--- config.mk ---
export PLATFORM = sky130hd
export DESIGN_NAME = ddr_io_pads
export DESIGN_NICKNAME = d
export VERILOG_FILES = /design/src/ddr_io_pkg.sv /design/src/ddr_io_pads.sv /design/src/rdata_valid_combiner.sv /design/src/dqs_group_lane.sv /design/src/afi_c2p_stage.sv
export SDC_FILE = /design/constraint.sdc
export NUM_CORES = 1
export LEC_CHECK = 0
export BUFFER_PORTS_ARGS = -buffer_cell sky130_fd_sc_hd__buf_2
export CORE_MARGIN = 1.5
export CORE_UTILIZATION = 53
export CTS_CLUSTER_DIAMETER = 100
export DETAILED_ROUTE_END_ITERATION = 7
export PLACE_DENSITY = 0.82
export REMOVE_ABC_BUFFERS = 1
export SYNTH_ARGS = -nofsm -noshare
export SYNTH_HDL_FRONTEND = slang
export SYNTH_SLANG_ARGS = --single-unit
--- constraint.sdc ---
create_clock -name pll_afi_clk -period 2.9 [get_ports pll_afi_clk]
set_input_delay 0.29 -clock pll_afi_clk [delete_from_list [all_inputs] [get_ports pll_afi_clk]]
set_output_delay 0.29 -clock pll_afi_clk [all_outputs]
set_load 0.02 [all_outputs]
--- src/ddr_io_pkg.sv ---
package ddr_io_pkg;

	// Geometry of the data path
	localparam int num_dqs_groups = 2;
	localparam int dq_per_group = 8;

	// Half rate, so one AFI cycle carries two memory clocks
	localparam int afi_rate_ratio = 2;

	// Two DDR beats per memory clock
	localparam int num_slots = 2 * afi_rate_ratio;

	// One group's data across all time slots of an AFI cycle
	localparam int group_dq_width = num_slots * dq_per_group;

	localparam int afi_data_width = num_slots * num_dqs_groups * dq_per_group;

	// One mask bit per group and slot
	localparam int afi_mask_width = num_slots * num_dqs_groups;

	// One write-data enable per group and rate phase
	localparam int afi_wren_width = afi_rate_ratio * num_dqs_groups;

	// Extra cycles in front of the latency FIFO valid path, 0 gives a direct path
	localparam int extra_vfifo_shift = 1;

	localparam int read_latency_width = 5;

	// The delay line has one stage per nonzero latency value
	localparam int read_delay_depth = (2 ** read_latency_width) - 1;

	// AFI side buses, ordered by time slot and then by DQS group
	typedef logic [afi_data_width-1:0] afi_data_t;
	typedef logic [afi_mask_width-1:0] afi_mask_t;
	typedef logic [afi_wren_width-1:0] afi_wren_t;

	// Per-group slices, slot 0 in the low field
	typedef logic [group_dq_width-1:0] group_dq_t;
	typedef logic [num_slots-1:0] group_dm_t;
	typedef logic [afi_rate_ratio-1:0] group_oe_t;

	// Read latency count from the sequencer
	typedef logic [read_latency_width-1:0] read_latency_t;

	// One bit per rate phase
	typedef logic [afi_rate_ratio-1:0] rate_vec_t;

endpackage
--- src/ddr_io_pads.sv ---
`timescale 1ns/1ps

module ddr_io_pads (
	input  logic                       pll_afi_clk,
	input  logic                       reset_n_afi_clk,
	input  ddr_io_pkg::afi_data_t      phy_ddio_dq,
	input  ddr_io_pkg::afi_mask_t      phy_ddio_wrdata_mask,
	input  ddr_io_pkg::afi_wren_t      phy_ddio_wrdata_en,
	input  ddr_io_pkg::rate_vec_t      afi_rdata_en_full,
	input  ddr_io_pkg::read_latency_t  seq_read_latency_counter,
	output ddr_io_pkg::afi_data_t      mem_dq_slots,
	output ddr_io_pkg::afi_mask_t      mem_dm_slots,
	output ddr_io_pkg::afi_wren_t      mem_dq_oe,
	output ddr_io_pkg::rate_vec_t      afi_rdata_valid
);
	import ddr_io_pkg::*;

	// Registered AFI buses from the feeder
	afi_data_t c2p_dq;
	afi_mask_t c2p_mask;
	afi_wren_t c2p_wren;
	logic rdata_en_full_shifted;

	// One latency FIFO valid per group
	logic [num_dqs_groups-1:0] rdata_valid;

	afi_c2p_stage afi_c2p_stage_inst (
		.pll_afi_clk           (pll_afi_clk),
		.reset_n_afi_clk       (reset_n_afi_clk),
		.phy_ddio_dq           (phy_ddio_dq),
		.phy_ddio_wrdata_mask  (phy_ddio_wrdata_mask),
		.phy_ddio_wrdata_en    (phy_ddio_wrdata_en),
		.afi_rdata_en_full     (afi_rdata_en_full),
		.c2p_dq                (c2p_dq),
		.c2p_mask              (c2p_mask),
		.c2p_wren              (c2p_wren),
		.rdata_en_full_shifted (rdata_en_full_shifted)
	);

	// The AFI buses run slot by slot, with the groups interleaved inside each slot
	// Each lane gets its group's fields gathered into slot order
	for (genvar g = 0; g < num_dqs_groups; g++) begin : g_lane
		group_dq_t lane_dq;
		group_dm_t lane_dm;
		group_oe_t lane_oe;

		for (genvar s = 0; s < num_slots; s++) begin : g_slot
			assign lane_dq[s*dq_per_group +: dq_per_group] =
				c2p_dq[(s*num_dqs_groups+g)*dq_per_group +: dq_per_group];
			assign lane_dm[s] = c2p_mask[s*num_dqs_groups+g];
		end

		// Write enable bit p*groups+g steers phase p of group g only
		for (genvar p = 0; p < afi_rate_ratio; p++) begin : g_phase
			assign lane_oe[p] = c2p_wren[p*num_dqs_groups+g];
		end

		dqs_group_lane dqs_group_lane_inst (
			.pll_afi_clk     (pll_afi_clk),
			.reset_n_afi_clk (reset_n_afi_clk),
			.slot_dq         (lane_dq),
			.slot_dm         (lane_dm),
			.slot_oe         (lane_oe),
			.rdata_en_full   (rdata_en_full_shifted),
			.read_latency    (seq_read_latency_counter),
			.mem_dq          (mem_dq_slots[g*group_dq_width +: group_dq_width]),
			.mem_dm          (mem_dm_slots[g*num_slots +: num_slots]),
			.mem_oe          (mem_dq_oe[g*afi_rate_ratio +: afi_rate_ratio]),
			.rdata_valid     (rdata_valid[g])
		);
	end

	rdata_valid_combiner rdata_valid_combiner_inst (
		.pll_afi_clk     (pll_afi_clk),
		.reset_n_afi_clk (reset_n_afi_clk),
		.group_valid     (rdata_valid),
		.afi_rdata_valid (afi_rdata_valid)
	);

endmodule

--- src/rdata_valid_combiner.sv ---
`timescale 1ns/1ps

module rdata_valid_combiner (
	input  logic                                  pll_afi_clk,
	input  logic                                  reset_n_afi_clk,
	input  logic [ddr_io_pkg::num_dqs_groups-1:0] group_valid,
	output ddr_io_pkg::rate_vec_t                 afi_rdata_valid
);
	import ddr_io_pkg::*;

	// Read data is only usable once every group has its word
	logic all_valid;

	assign all_valid = &group_valid;

	// Each rate phase sees the same valid
	always_ff @(posedge pll_afi_clk or negedge reset_n_afi_clk) begin
		if (!reset_n_afi_clk) begin
			afi_rdata_valid <= '0;
		end else begin
			afi_rdata_valid <= {afi_rate_ratio{all_valid}};
		end
	end

endmodule

--- src/dqs_group_lane.sv ---
`timescale 1ns/1ps

module dqs_group_lane (
	input  logic                       pll_afi_clk,
	input  logic                       reset_n_afi_clk,
	input  ddr_io_pkg::group_dq_t      slot_dq,
	input  ddr_io_pkg::group_dm_t      slot_dm,
	input  ddr_io_pkg::group_oe_t      slot_oe,
	input  logic                       rdata_en_full,
	input  ddr_io_pkg::read_latency_t  read_latency,
	output ddr_io_pkg::group_dq_t      mem_dq,
	output ddr_io_pkg::group_dm_t      mem_dm,
	output ddr_io_pkg::group_oe_t      mem_oe,
	output logic                       rdata_valid
);
	import ddr_io_pkg::*;

	// Read enable history, stage i holds the request from i+1 cycles ago
	logic [read_delay_depth-1:0] delay_q;

	// Index of the delay-line stage that matches the programmed latency
	read_latency_t tap_sel;

	// Output registers of the group
	// Slot 0 goes out first on the wire, so it stays in the low byte
	always_ff @(posedge pll_afi_clk or negedge reset_n_afi_clk) begin
		if (!reset_n_afi_clk) begin
			mem_dq <= '0;
			mem_dm <= '0;
		end else begin
			mem_dq <= slot_dq;
			mem_dm <= slot_dm;
		end
	end

	// Output enable per rate phase
	// Phase 0 covers slots 0 and 1, phase 1 covers slots 2 and 3
	always_ff @(posedge pll_afi_clk or negedge reset_n_afi_clk) begin
		if (!reset_n_afi_clk) begin
			mem_oe <= '0;
		end else begin
			mem_oe <= slot_oe;
		end
	end

	// Latency FIFO valid model
	// Every request moves one stage per cycle, so any number can be in flight
	always_ff @(posedge pll_afi_clk or negedge reset_n_afi_clk) begin
		if (!reset_n_afi_clk) begin
			delay_q <= '0;
		end else begin
			delay_q <= {delay_q[read_delay_depth-2:0], rdata_en_full};
		end
	end

	// A latency of L reads stage L-1, and zero is treated like one
	always_comb begin
		if (read_latency == '0) begin
			tap_sel = '0;
		end else begin
			tap_sel = read_latency - read_latency_t'(1);
		end
	end

	// Stage select is a plain mux over flops, the combiner registers it
	assign rdata_valid = delay_q[tap_sel];

endmodule

--- src/afi_c2p_stage.sv ---
`timescale 1ns/1ps

module afi_c2p_stage (
	input  logic                    pll_afi_clk,
	input  logic                    reset_n_afi_clk,
	input  ddr_io_pkg::afi_data_t   phy_ddio_dq,
	input  ddr_io_pkg::afi_mask_t   phy_ddio_wrdata_mask,
	input  ddr_io_pkg::afi_wren_t   phy_ddio_wrdata_en,
	input  ddr_io_pkg::rate_vec_t   afi_rdata_en_full,
	output ddr_io_pkg::afi_data_t   c2p_dq,
	output ddr_io_pkg::afi_mask_t   c2p_mask,
	output ddr_io_pkg::afi_wren_t   c2p_wren,
	output logic                    rdata_en_full_shifted
);
	import ddr_io_pkg::*;

	// Core to periphery register for the whole write bus
	// The lanes then see a path that starts at a flop and not in core logic
	always_ff @(posedge pll_afi_clk or negedge reset_n_afi_clk) begin
		if (!reset_n_afi_clk) begin
			c2p_dq <= '0;
			c2p_mask <= '0;
			c2p_wren <= '0;
		end else begin
			c2p_dq <= phy_ddio_dq;
			c2p_mask <= phy_ddio_wrdata_mask;
			c2p_wren <= phy_ddio_wrdata_en;
		end
	end

	// Only phase 0 of the full-rate read enable drives the VFIFO valid path
	// In half rate both phases carry the same request
	generate
		if (extra_vfifo_shift > 0) begin : g_extra_shift
			logic [extra_vfifo_shift-1:0] shift_q;

			// Stage 0 takes the new request, the last stage feeds the lanes
			always_ff @(posedge pll_afi_clk or negedge reset_n_afi_clk) begin
				if (!reset_n_afi_clk) begin
					shift_q <= '0;
				end else begin
					shift_q[0] <= afi_rdata_en_full[0];
					for (int i = 1; i < extra_vfifo_shift; i++) begin
						shift_q[i] <= shift_q[i-1];
					end
				end
			end

			assign rdata_en_full_shifted = shift_q[extra_vfifo_shift-1];
		end else begin : g_no_shift
			// No extra shift, the read enable goes straight to the lanes
			assign rdata_en_full_shifted = afi_rdata_en_full[0];
		end
	endgenerate

endmodule

; After elaboration in Yosys (flattened, before gate mapping)
; Index checks and enable logic that the tools add are counted.
[totals]
regBits = 216
input_bits = 85
output_inout_bits = 78
word_cells = 22
[classes]
n_addsub = 1
n_lt_le_gt_ge = 1
muxes = 5
reduce_logical = 2
[op_table]
columns = op, n
row1 = binary-select mux 1 bit (select 5 bit), 2
row2 = < comparator 5 x 6 -> 1 bit (second input constant), 1
row3 = zero test 5 bit, 1
row4 = 2-to-1 mux 5 bit, 1
row5 = subtractor 5 x 1 -> 5 bit (second input constant), 1
row6 = 2-to-1 mux 1 bit, 2
row7 = AND reduction 2 bit, 1

; Longest topological paths before layout
[logic_depth]
ltp_word = 5
ltp_mapped = 9
depth_no_buf = 8

; Modules after synthesis
; A second synthesis with hierarchy kept.
[unflattened]
hier_cells = 362
hier_area_um2 = 6409.9
[modules_own_cells]
columns = module, n_inst, cells_per_inst, area_each_um2
row1 = dqs_group_lane, 2, 141, 2222.1
row2 = afi_c2p_stage, 1, 77, 1926.8
row3 = rdata_valid_combiner, 1, 3, 38.8

; Least setup slack after synthesis
; No wires, ideal clock.
[synth_path]
kind = input -> register
startpoint = input port seq_read_latency_counter[0]
endpoint = register, netlist name rdata_valid_combiner_inst.afi_rdata_valid[0]
arrival_ns = 1.914
required_time_ns = 2.820
path_slack_ns = 0.906
stages = 9
path_cell_list = inv_1 -> ha_1 -> and2b_4 -> a21o_1 -> buf_6 -> o311a_1 -> a2111oi_2 -> a22oi_1 -> o211ai_2
[synth_via]
elab_chain_len = 5
elab_cells_between_ends = 8
cone_classes = add/sub (1) / mux (5) / reduce/logical (2)
[synth_lines]
columns = element, line_no
row1 = start: declaration, ddr_io_pads.sv:10  ; input ddr_io_pkg::read_latency_t seq_read_latency_counter,
row2 = subtractor 5 x 1 -> 5 bit or zero test 5 bit (tied branches), "dqs_group_lane.sv:61, dqs_group_lane.sv:58"
row3 = 2-to-1 mux 5 bit *, dqs_group_lane.sv:58  ; if (read_latency == '0) begin
row4 = binary-select mux 1 bit (select 5 bit), dqs_group_lane.sv:66  ; assign rdata_valid = delay_q[tap_sel];
row5 = 2-to-1 mux 1 bit (implied by the code), dqs_group_lane.sv:66
row6 = AND reduction 2 bit *, rdata_valid_combiner.sv:14  ; assign all_valid = &group_valid;
row7 = named net rdata_valid_combiner_inst.all_valid, rdata_valid_combiner.sv:12  ; logic all_valid;
; Mark *: on every way through the listed nets, which the timed path passes. The rest lies on a longest branch. The select of a mux whose other input is x is not followed.

; Worst setup path after layout
[layout_path]
startpoint = input port seq_read_latency_counter[0]
endpoint = register, netlist name rdata_valid_combiner_inst.afi_rdata_valid[0]
[layout_via]
elab_chain_len = 5
elab_cells_between_ends = 8
cone_classes = add/sub (1) / mux (5) / reduce/logical (2)
[layout_lines]
columns = element, line_no
row1 = subtractor 5 x 1 -> 5 bit or zero test 5 bit (tied branches), "dqs_group_lane.sv:61, dqs_group_lane.sv:58"
row2 = 2-to-1 mux 5 bit *, dqs_group_lane.sv:58
row3 = binary-select mux 1 bit (select 5 bit), dqs_group_lane.sv:66
row4 = 2-to-1 mux 1 bit (implied by the code), dqs_group_lane.sv:66
row5 = AND reduction 2 bit *, rdata_valid_combiner.sv:14
row6 = named net rdata_valid_combiner_inst.all_valid, rdata_valid_combiner.sv:12
; Marks and branches as above.

==> summary.md <==
| Metric | Value |
|---|---|
| Worst-skew pair later-pin latency | `0.52 ns` |
| Reg-to-Reg Start | `g_lane[1].dqs_group_lane_inst.delay_q[5]` |
| Resized Gates After CTS | `0` |
| Clk buf depth | `2` |
| Unrepaired setup endpoints after global routing | `false` |
| Pleak | `3.63 nW` |
| Busiest grt layer | `met2` |
| #FFs+latches synth | `185` |
| Hold WC Path Type | `in -> reg` |
| Kind of end point of the critical path | `flop` |
| EDFF count, synth | `0` |
| Pwr dens | `720 mW/mm^2` |
| Root buffer cell | `clkbuf_8` |
| NumNets Final | `601` |
| DRT iter0 DRCs | `119` |
| Worst-path clk slew | `0.07 ns` |
| Drt pass-1 iters | `4` |
| Largest net degree at the start of global routing | `73` |
| Reg-to-reg slack, setup | `1.53 ns` |
| Crit. Startpoint | `seq_read_latency_counter[0]` |
| Min cycle time layout | `2.05 ns` |
| F_max | `488 MHz` |
| DR WL/cell | `18.7 um` |
| Fin. max-slew vios | `0` |
| Post-synth cell types | `39` |
| Share of layout cells above drive strength 1 | `39.7%` |
| Ys Warns | `0` |
| Port-buffer cells | `161` |
| Sequential power share | `50.9%` |
| Critical Path AT | `2.44 ns` |
| Slowest CP cell | `a21o_1` |
| Total negative slack | `0 ns` |
| Final worst slack | `0.850 ns` |
| Post-CTS setup buffers | `0` |
| Crit share post-route | `70.7%` |
| Core area | `0.00937 mm^2` |
| FF-to-FF End | `rdata_valid_combiner_inst.afi_rdata_valid[0]` |
| Worst Tran Pin Value | `0.636 ns` |
| Tot GR Track Use | `26.0%` |
| Largest area contributor in the netlist | `dfrtp_1` |
| Critical path cell sequence | `buf_2 > inv_1 > ha_1 > and2b_4 > a21o_1 > mux2i_1 > a2111oi_2 > a22oi_1 > o211ai_2` |
| Worst Path Required | `3.29 ns` |
| GRT met3 Usage | `10.3%` |
| Vias | `3199` |
| I/O Pins | `163` |
| Routing usage on met1 | `30.8%` |
| Finished Cell Area | `0.00753 mm^2` |
| Hold slack | `0.275 ns` |
| Routability cong. | `0.891` |
| Post-Synthesis Cells | `257` |
| Total congestion overflow | `0` |
| Routed WL | `12300 um` |
| Sw power | `1.31 mW` |
| Initial Utilization | `55.4%` |
| Post-Synthesis Cell Area | `0.00519 mm^2` |
| Comb pwr share | `8.1%` |
| Final hold violation count | `0` |
| Sequential share of the synthesized area | `89.2%` |
| Pre-CTS setup slack | `0.387 ns` |
| Placed Area | `0.00617 mm^2` |
| Die Span X | `102 um` |
| Clock group share of total power | `41.0%` |
| Initial antenna violation count | `1` |
| Vias per cell | `4.87` |
| Final setup vio count | `0` |
| Synth async-reset ratio | `100%` |
| Htree depth | `4` |
| Detail Route Antenna Nets | `0` |
| Top cells by area, synth | `dfrtp_1 89%, mux2i_1 1.5%, mux2_2 0.87%` |
| Area share of the largest cell type after synthesis | `89.2%` |
| Status | `finished, final reports clean` |
| Switching Share | `24.1%` |
| Crit path kind | `in -> reg` |
| Int Power | `4.12 mW` |
| First-pass GRT wire length | `19200 um` |
| Reg2reg path depth | `6` |
| Grt met2 use | `43.5%` |
| Area growth, synth to finish | `45.1%` |
| Num CTS Buffers | `17` |
| Crit path max fanout | `15` |
| Max stage delay on crit path | `0.33 ns` |
| Die Y | `102 um` |
| CTS tree | `built` |
| Mapped Avg Cell Area | `20.2 um^2` |
| Die ar. | `0.0104 mm^2` |
| Peak VDD IR | `0.683 mV` |
| Setup Skew | `0.00743 ns` |
| Clock Sinks | `185` |
| Max_slew headroom | `57.6%` |
| Max-cap violation count | `0` |
| CP Capture Point | `rdata_valid_combiner_inst.afi_rdata_valid[0]` |
| Drc violations | `0` |
| Detailed placement HPWL | `6520 um` |
| Vias in the first global route | `3620` |
| CP Launch Type | `input pin` |
| Synth Flop Type | `dfrtp_1` |
| Row cnt | `35` |
[cell type report]
class                      count  area, um^2
multi-input combinational     62         504
timing repair buffer         243        1640
tap                          129         161
clock buffer                  19         442
clock inverter                12         135
inverter                       6        22.5
sequential                   185        4630
fill                         482        1840
antenna                        1        2.50
[cells in the mapped netlist (all sizes together) (2+ instances only)]
cell and instances:
mux2i 8, dfrtp 185, a221oi 2, nor2 6, o21ai 5, o211ai 2
a21oi 8, mux2 4, nor3 3, inv 6, or2 4, buf 4
[critical path: cells and delay by family]
family | cells | cell delay [ns]
simple gates | 1 | 0.31
mux | 1 | 0.28
buf+inv | 2 | 0.48
fa+ha+maj | 1 | 0.32
compound gates | 4 | 0.75
[repair_timing]
| item | in CTS | in global routing |
|---|---|---|
| hold buffers | 78 | 0 |
| setup endpoints to repair | 0 | 0 |
| hold endpoints to repair | 145 | 0 |
[sequential cells by signal, indices dropped and copies added (netlist names)]
name                                       count
g_lane.dqs_group_lane_inst.delay_q            31
afi_c2p_stage_inst.c2p_wren                    4
g_lane.dqs_group_lane_inst.mem_oe              4
afi_c2p_stage_inst.rdata_en_full_shifted       1
g_lane.dqs_group_lane_inst.mem_dm              8
afi_c2p_stage_inst.c2p_mask                    8
g_lane.dqs_group_lane_inst.mem_dq             64
rdata_valid_combiner_inst.afi_rdata_valid      1
afi_c2p_stage_inst.c2p_dq                     64
[worst min path at each step]
stage                           startpoint                                           end  depth (start not counted)
2_1_floorplan              reset_n_afi_clk                  afi_c2p_stage_inst.c2p_dq[0]                          0
3_3_place_gp               reset_n_afi_clk      g_lane[0].dqs_group_lane_inst.mem_dq[21]                          1
3_5_place_dp               reset_n_afi_clk      g_lane[1].dqs_group_lane_inst.mem_dq[16]                          1
4_1_cts        seq_read_latency_counter[3]  rdata_valid_combiner_inst.afi_rdata_valid[0]                          3
5_1_grt        seq_read_latency_counter[3]  rdata_valid_combiner_inst.afi_rdata_valid[0]                          3
6_report       seq_read_latency_counter[3]  rdata_valid_combiner_inst.afi_rdata_valid[0]                          3
[cell usage in the layout (no fill, tap or decap), drive strengths merged, types with 2 or more instances in the layout]
cell / n
o21ai: 5
clkbuf: 19
inv: 11
mux2i: 8
nor2: 6
dfrtp: 185
a221oi: 2
o211ai: 2
or2: 4
clkinv: 3
nor3: 3
a21oi: 8
clkinvlp: 3
mux2: 4
buf: 165
dlygate4sd3: 78
[per-layer routing]
metal / routed length, um / vias up
li1: - / 1376
met2: 6400 / 163
met4: 282 / 0
met1: 4610 / 1635
met5: 0 / -
met3: 963 / 25
[power groups by stage]
stage / clock, mW / combinational, mW / sequential (mW)
finish: 2.22 / 0.438 / 2.76
global route: 2.38 / 0.474 / 2.77
CTS: 2.24 / 0.431 / 2.76
detailed placement: 0 / 0.346 / 2.80
global placement: 0 / 0.335 / 2.80
floorplan: 0 / 0.0673 / 2.87
[cell families (layout without fill, tap and decap cells)]
family,Yosys count,after routing,synth area share (%)
mux,13,13,2.92
other cells,0,1,0
flops,185,185,89.2
buf+inv,10,280,1.11
compound gates,28,28,3.83
fa+ha+maj,1,1,0.241
simple gates,20,20,2.72
[per-stage QoR]
step	instances	utilization, %	power (mW)
final	657	80.4	5.42
after global routing	657	80.4	5.62
after CTS	656	80.3	5.43
after detailed placement	547	65.9	3.15
after global placement	547	65.9	3.13
after floorplan	253	-	2.94
Note: power is estimated with default switching activity, not from simulation.
